--- src/hdl/pico_l15_pkg.sv ---
package pico_l15_pkg;

    // core side widths
    typedef logic [31:0] pico_addr_t;
    typedef logic [31:0] pico_data_t;
    typedef logic [3:0]  pico_strb_t;

    // cache side widths
    // physical address is the core address zero-extended
    typedef logic [39:0] phy_addr_t;
    // cache data is big-endian, byte 0 of the line sits in [63:56]
    typedef logic [63:0] l15_data_t;
    typedef logic [4:0]  l15_rqtype_t;
    typedef logic [2:0]  l15_size_t;
    typedef logic [3:0]  l15_rettype_t;

    // request types
    localparam l15_rqtype_t RQ_LOAD  = 5'd0;
    localparam l15_rqtype_t RQ_STORE = 5'd1;

    // request sizes
    localparam l15_size_t SIZE_1B = 3'd0;
    localparam l15_size_t SIZE_2B = 3'd1;
    localparam l15_size_t SIZE_4B = 3'd2;

    // return types
    localparam l15_rettype_t RET_LOAD   = 4'd0;
    localparam l15_rettype_t RET_ST_ACK = 4'd4;
    localparam l15_rettype_t RET_INT    = 4'd7;

    // address bit that marks an uncached access
    localparam int NC_BIT = 31;

    // decoder issue machine
    typedef enum logic [1:0] {
        DEC_IDLE,
        DEC_SEND,
        DEC_WAIT
    } dec_state_t;

    // single-flit request toward the cache, 113 bits
    typedef struct packed {
        l15_rqtype_t rqtype;
        l15_size_t   size;
        phy_addr_t   address;
        l15_data_t   data;
        logic        nc;
    } l15_req_t;

    // return from the cache, 68 bits
    typedef struct packed {
        l15_rettype_t returntype;
        l15_data_t    data_0;
    } l15_ret_t;

    // swap byte order of a 32-bit word
    // used on both paths, little-endian core vs big-endian cache
    function automatic pico_data_t bswap32(input pico_data_t w);
        return {w[7:0], w[15:8], w[23:16], w[31:24]};
    endfunction

endpackage

--- src/hdl/pico_decoder.sv ---
module pico_decoder (
    input  logic                     clk,
    input  logic                     rst_n,

    // core memory port
    input  logic                     mem_valid,
    input  pico_l15_pkg::pico_addr_t mem_addr,
    input  pico_l15_pkg::pico_strb_t mem_wstrb,
    input  pico_l15_pkg::pico_data_t mem_wdata,

    // request toward the cache
    input  logic                     l15_ack,
    output logic                     l15_val,
    output pico_l15_pkg::l15_req_t   req
);

    import pico_l15_pkg::*;

    dec_state_t state;
    dec_state_t state_nxt;

    // request built from the live core signals
    l15_req_t   req_nxt;
    // byte offset inside the word, taken from the strobe lane
    logic [1:0] lane_ofs;
    pico_data_t wdata_be;

    // strobe pattern decides type, size and lane
    always_comb begin
        lane_ofs = 2'd0;
        req_nxt.rqtype = RQ_STORE;
        req_nxt.size = SIZE_4B;
        case (mem_wstrb)
            4'b0000: begin
                // no strobe means a load, always a full word
                req_nxt.rqtype = RQ_LOAD;
            end
            4'b0001: begin
                req_nxt.size = SIZE_1B;
            end
            4'b0010: begin
                req_nxt.size = SIZE_1B;
                lane_ofs = 2'd1;
            end
            4'b0100: begin
                req_nxt.size = SIZE_1B;
                lane_ofs = 2'd2;
            end
            4'b1000: begin
                req_nxt.size = SIZE_1B;
                lane_ofs = 2'd3;
            end
            4'b0011: begin
                req_nxt.size = SIZE_2B;
            end
            4'b1100: begin
                req_nxt.size = SIZE_2B;
                lane_ofs = 2'd2;
            end
            default: begin
                // full word store, other patterns are not issued by the core
                req_nxt.size = SIZE_4B;
            end
        endcase

        // word base plus lane gives an address aligned to the size
        req_nxt.address = {8'd0, mem_addr[31:2], lane_ofs};

        // big-endian word copied to both halves
        // the cache picks the half by address bit 2
        wdata_be = bswap32(mem_wdata);
        req_nxt.data = {wdata_be, wdata_be};

        req_nxt.nc = mem_addr[NC_BIT];
    end

    // issue machine
    always_comb begin
        state_nxt = state;
        case (state)
            DEC_IDLE: begin
                if (mem_valid) begin
                    state_nxt = DEC_SEND;
                end
            end
            DEC_SEND: begin
                // hold val and req until the cache takes it
                if (l15_ack) begin
                    state_nxt = DEC_WAIT;
                end
            end
            DEC_WAIT: begin
                // one request per core access
                if (!mem_valid) begin
                    state_nxt = DEC_IDLE;
                end
            end
            default: begin
                state_nxt = DEC_IDLE;
            end
        endcase
    end

    always_ff @(posedge clk or negedge rst_n) begin
        if (!rst_n) begin
            state <= DEC_IDLE;
        end else begin
            state <= state_nxt;
        end
    end

    // capture only when leaving idle, so req stays stable while waiting
    always_ff @(posedge clk) begin
        if (state == DEC_IDLE && mem_valid) begin
            req <= req_nxt;
        end
    end

    // val straight from the state register
    assign l15_val = (state == DEC_SEND);

endmodule

--- src/hdl/l15_picoencoder.sv ---
module l15_picoencoder (
    input  logic                      clk,
    input  logic                      rst_n,

    // return from the cache
    input  logic                      ret_val,
    input  pico_l15_pkg::l15_ret_t    ret,

    // address of the request in flight, from the decoder
    input  pico_l15_pkg::phy_addr_t   req_address,

    // core response
    output logic                      mem_ready,
    output pico_l15_pkg::pico_data_t  mem_rdata,

    output logic                      l15_req_ack,
    output logic                      pico_int
);

    import pico_l15_pkg::*;

    // return type decode
    logic is_load;
    logic is_st_ack;
    logic is_int;

    // addressed word of the 64-bit return, still big-endian
    pico_data_t word_be;
    // same word in core byte order
    pico_data_t word_le;

    assign is_load   = ret_val && (ret.returntype == RET_LOAD);
    assign is_st_ack = ret_val && (ret.returntype == RET_ST_ACK);
    assign is_int    = ret_val && (ret.returntype == RET_INT);

    // bit 2 clear selects the upper half, lower addresses come first
    always_comb begin
        if (req_address[2]) begin
            word_be = ret.data_0[31:0];
        end else begin
            word_be = ret.data_0[63:32];
        end
        word_le = bswap32(word_be);
    end

    // every return is taken in its own cycle
    assign l15_req_ack = ret_val;

    // ready and interrupt are one-cycle pulses
    always_ff @(posedge clk or negedge rst_n) begin
        if (!rst_n) begin
            mem_ready <= 1'b0;
            pico_int  <= 1'b0;
        end else begin
            mem_ready <= is_load || is_st_ack;
            // interrupt return never completes a core access
            pico_int  <= is_int;
        end
    end

    // read data for the core
    // store ack returns zero, interrupt leaves it untouched
    always_ff @(posedge clk) begin
        if (is_load) begin
            mem_rdata <= word_le;
        end else if (is_st_ack) begin
            mem_rdata <= '0;
        end
    end

endmodule

--- src/hdl/pico_l15_transducer.sv ---
module pico_l15_transducer (
    input  logic                     clk,
    input  logic                     rst_n,

    // core to cache
    input  logic                     mem_valid,
    input  pico_l15_pkg::pico_addr_t mem_addr,
    input  pico_l15_pkg::pico_strb_t mem_wstrb,
    input  pico_l15_pkg::pico_data_t mem_wdata,

    // request channel
    output logic                     l15_val,
    output pico_l15_pkg::l15_req_t   req,
    input  logic                     l15_ack,

    // return channel
    input  logic                     ret_val,
    input  pico_l15_pkg::l15_ret_t   ret,
    output logic                     l15_req_ack,

    // cache to core
    output logic                     mem_ready,
    output pico_l15_pkg::pico_data_t mem_rdata,
    output logic                     pico_int
);

    // request path
    pico_decoder i_pico_decoder (
        .clk       (clk),
        .rst_n     (rst_n),
        .mem_valid (mem_valid),
        .mem_addr  (mem_addr),
        .mem_wstrb (mem_wstrb),
        .mem_wdata (mem_wdata),
        .l15_ack   (l15_ack),
        .l15_val   (l15_val),
        .req       (req)
    );

    // return path, word select follows the request in flight
    l15_picoencoder i_l15_picoencoder (
        .clk         (clk),
        .rst_n       (rst_n),
        .ret_val     (ret_val),
        .ret         (ret),
        .req_address (req.address),
        .mem_ready   (mem_ready),
        .mem_rdata   (mem_rdata),
        .l15_req_ack (l15_req_ack),
        .pico_int    (pico_int)
    );

endmodule

--- config.mk ---
export PLATFORM = sky130hd
export DESIGN_NAME = pico_l15_transducer
export DESIGN_NICKNAME = d
export VERILOG_FILES = /design/src/hdl/pico_l15_pkg.sv /design/src/hdl/pico_decoder.sv /design/src/hdl/l15_picoencoder.sv /design/src/hdl/pico_l15_transducer.sv
export SDC_FILE = /design/constraint.sdc
export NUM_CORES = 1
export LEC_CHECK = 0
export BUFFER_PORTS_ARGS = -buffer_cell sky130_fd_sc_hd__buf_2
export CAP_MARGIN = 15
export CORE_AREA = 2 2 113 115
export DETAILED_ROUTE_END_ITERATION = 8
export DIE_AREA = 0 0 115 117
export GPL_TIMING_DRIVEN = 0
export HOLD_SLACK_MARGIN = 0.12
export PLACE_DENSITY = 0.67
export SETUP_SLACK_MARGIN = 0.02
export SLEW_MARGIN = 20
export SYNTH_ARGS = -nofsm -noshare
export SYNTH_HDL_FRONTEND = slang
export SYNTH_HIERARCHICAL = 1
export SYNTH_SLANG_ARGS = --single-unit
--- constraint.sdc ---
create_clock -name clk -period 5.2 [get_ports clk]
set_clock_uncertainty 0.05 [all_clocks]
set_input_delay 1.04 -clock clk [delete_from_list [all_inputs] [get_ports clk]]
set_output_delay 1.04 -clock clk [all_outputs]
set_load 0.02 [all_outputs]
==> results.md <==
Outcome:
- The flow ran to the end, and the final reports show no timing, DRC or antenna violations.

Pwr:
- The worst-case IR drop observed on VDD is 0.148 mV.
- The power density of the placed cells is 403 nW/um^2.
- The analysis attributes to cell leakage a power of around 2.8 nW.
- After layout, the design draws a total of ~2.5 mW.

Timing:
- Dividing the final minimum period by the clock period gives 49.4%.
- The number of endpoints with negative hold slack in the final report is 0.
- The fmax is 389 MHz.
- The final number of max-transition violations is 0.
- The headroom to the max-slew limit is 51.0%.
- After routing, the total negative slack on setup checks comes to 0 ps.
- The shortest clock period the worst path allows after layout is between 2000 and 3000 ps.
- Setup repair after global routing left no endpoint under its margin.
- The worst path meets setup with roughly 2600 ps of slack.
- The count of endpoints failing setup in the final report is 0.
- For the pin with the worst max-slew slack, the measured transition is ~730 ps.

CTS:
- The CTS tree is built.
- The number of hold buffers added after CTS is 0.
- Counting the buffers created by CTS gives 9.
- The clock tree buffer depth is 2.
- The number of gates resized after cts is 0.
- Clock-pin slew was measured on the worst setup and hold paths at around 70 ps.
- In this run the post-CTS setup repair buffer count came out at 0.
- For this design, the sink count on the clock tree is 103.
- The clock latency on the worst-skew pair is 340 ps.
- The clock root buffer master is clkbuf_16.
- The H-tree was split into 3 levels.

Placement:
- Input and output buffers added on the ports amount to 273.
- Once detailed placement completed, the half-perimeter wirelength came to 9.19 mm.
- OpenSTA, run right after detailed placement, puts the worst setup slack at between 2000 and 2500 ps.
- The total instance count after detailed placement is between 600 and 700.
- At the end of routability-driven placement, the weighted congestion stood at 0.792.

Floorplanning:
- The die footprint is roughly 13000 um^2.
- The die span in y is 117 um.
- The core region is around 12000 um^2.
- The floorplan has 41 rows.
- The horizontal die dimension is between 100 and 150 um.
- Pin placement for this block handled 290 I/O pins.
- The initial standard-cell utilization of the core is 34.7%.

Synthesis:
- The flop and latch count out of synthesis is 103.
- The flip-flop cell with the highest count after synthesis is edfxtp_1.
- After synthesis, the netlist uses 24 different library cells.
- Of all cell types, the one taking the most synthesized area is edfxtp_1.
- Summed over its instances, the top area cell type makes up 69.6% of the synthesized netlist area.
- The combined area of all synthesized cells is 4270 um^2.
- Yosys mapped a number of flops with a built-in enable equal to between 90 and 100.
- The share of the yosys chip area belonging to registers is 72.0%.
- The average cell area after synthesis is 17.3 um^2.
- The post-synthesis instance total is 247.
- The number of warning messages in the yosys log is 6.
- The share of flip-flops with an asynchronous set or reset is 3.88%.
- Ranked by total cell area, the synthesized netlist is headed by edfxtp_1 (70%), buf_4 (8.3%), mux2i_1 (7.5%).

Final layout:
- Cells fill 50.3% of the core in the end.
- The antenna cell count is 0.
- The post-route netlist has 67.8% of its cells at a drive strength greater than 1.
- The post-layout net count is approximately 700.
- The relative area change from synthesis to final layout is 44.9%.
- The number of standard cells in the layout, taps in and fillers out is 700.

Critical path:
- The longest individual stage delay on the worst path is 530 ps.
- The buffers plus inverters on the worst setup path is 4.
- STA puts the critical path data arrival time at approximately 2500 ps.
- In this run the worst setup path terminates at i_l15_picoencoder/mem_rdata[18]$_SDFFCE_PN0P_.
- Walking the worst path, the cells encountered are buf_2 > or4b_1 > buf_6 > buf_8 > inv_2.
- The largest fanout on the critical path is 33.
- The setup slack on the worst flop-to-flop path is 3290 ps.
- The instance count on the critical path is 5.
- The startpoint type of the worst setup path is an input pin.
- The family of cells with the greatest summed delay on the critical path is buffers and inverters.
- The kind of end point of the critical path is a flop.
- The launching instance or port of the critical path is ret[64].
- The type of the setup path with the least slack is in2reg.
- The cell with the largest stage delay on the worst path is or4b_1.
- The number of cells on the worst reg-to-reg path is 4.
- The required time at the endpoint of the critical path is between 5000 and 6000 ps.
- The launching point of the worst reg2reg path is i_pico_decoder/state[0]$_DFFE_PN0P_.
- The endpoint of the worst-slack reg-to-reg timing path is i_pico_decoder/req[82]$_DFFE_PP_.

Routing:
- The average routed wire per standard cell is around 16 um.
- The total number of vias is 3085.
- The first detailed-routing pass took 4 iterations.
- The remaining antenna violation count after routing is 0.
- The routed wire length is 11.5 mm.
- For this run, design rule violations remaining after detail routing come to 0.
- The count of routing violations after the opening detailed-route iteration is 136.
- Using the TritonRoute via totals, the vias-per-cell ratio works out to approximately 4.4.

Global route:
- The global-route wire length before repair is between 15 and 20 mm.
- The largest net degree at the start of global routing is 34.
- The number of global-route vias before repair is 2959.
- The initial antenna violation count is 0.
- After global routing the overflow that remains totals 0.
- In the global route stage, overall resource usage came out at ~16%.

Hold path:
- The class of the worst hold path is in2async.

Flow run:
- The number of maximum-capacitance constraint violations is 0.
-- Yosys cell counts, types with 2 or more instances --
cell type	instances
buf_2	3
buf_4	47
buf_8	3
clkbuf_1	5
dfrtp_1	4
edfxtp_1	99
inv_1	2
mux2i_1	32
nand2b_1	2
nor2_1	3
nor3_1	5
nor3_2	29
xnor2_1	2
-- where the power goes --
| group | total, mW | switching (mW) | internal (mW) |
|---|---|---|---|
| Combinational | 0.757 | 0.470 | 0.287 |
| Clock | 0.608 | 0.287 | 0.320 |
| Sequential | 1.13 | 0.0513 | 1.08 |
-- layer usage --
metal / share of wire, % / routed length, um / vias to the layer above / GRT usage [%]
li1: - / - / 1449 / -
met1: 37 / 4250 / 1444 / 18.4
met2: 50 / 5770 / 180 / 28.3
met3: 11 / 1250 / 12 / 5.87
met4: 1.8 / 204 / 0 / 7.47
met5: 0 / 0 / - / 0
-- cells in the final DEF, fill, tap and decap left out, types with 2 or more instances in the layout --
cell type,n
nor2_1,2
dfrtp_1,4
edfxtp_1,99
buf_2,276
clkinv_2,2
mux2i_1,32
clkinv_1,3
buf_8,3
nor3_2,29
clkbuf_1,5
nand2b_1,2
buf_4,47
clkbuf_16,9
conb_1,13
xnor2_1,2
nor3_1,5
-- worst min-delay path by stage --
| stage | cells past startpoint | startpoint | to | slack, ps |
|---|---|---|---|---|
| 6_report | 1 | rst_n | i_l15_picoencoder/mem_ready$_DFF_PN0_ | 440 |
| 5_1_grt | 1 | rst_n | i_l15_picoencoder/mem_ready$_DFF_PN0_ | 420 |
| 4_1_cts | 1 | rst_n | i_l15_picoencoder/mem_ready$_DFF_PN0_ | 420 |
| 3_5_place_dp | 1 | i_pico_decoder/state[1]$_DFFE_PN0P_ | i_pico_decoder/state[0]$_DFFE_PN0P_ | 480 |
| 3_3_place_gp | 1 | i_pico_decoder/state[1]$_DFFE_PN0P_ | i_pico_decoder/state[0]$_DFFE_PN0P_ | 410 |
| 2_1_floorplan | 1 | i_pico_decoder/state[1]$_DFFE_PN0P_ | i_pico_decoder/state[0]$_DFFE_PN0P_ | 390 |
-- sequential cells by signal, indices dropped and copies added (netlist names) --
name                         flops
i_l15_picoencoder/mem_ready      1
i_l15_picoencoder/mem_rdata     32
i_pico_decoder/state             2
i_l15_picoencoder/pico_int       1
i_pico_decoder/req              67
-- final cells by class --
type	count	area, um^2
fill	1102	6120
sequential	103	3070
tap	150	188
clock inverter	7	38.8
inverter	2	7.51
timing repair buffer	275	1410
multi-input combinational	95	798
clock buffer	9	225
buffer	59	443
-- per-stage QoR --
stage | hold WS, ps | area, um^2
5_1_grt | 422 | 6190
6_report | 436 | 6190
3_3_place_gp | 407 | 5870
2_1_floorplan | 393 | 4310
3_5_place_dp | 485 | 5920
4_1_cts | 420 | 6190
-- cells by family after synthesis --
kind of cell	share of synthesized area (%)
flip-flops	72.0
AO/OA/AOI/OAI	0.528
XOR/XNOR	0.410
other	0.0878
multiplexers	7.50
AND/OR/NAND/NOR	8.94
buffers and inverters	10.6
Note: power is estimated with default switching activity, not from simulation.
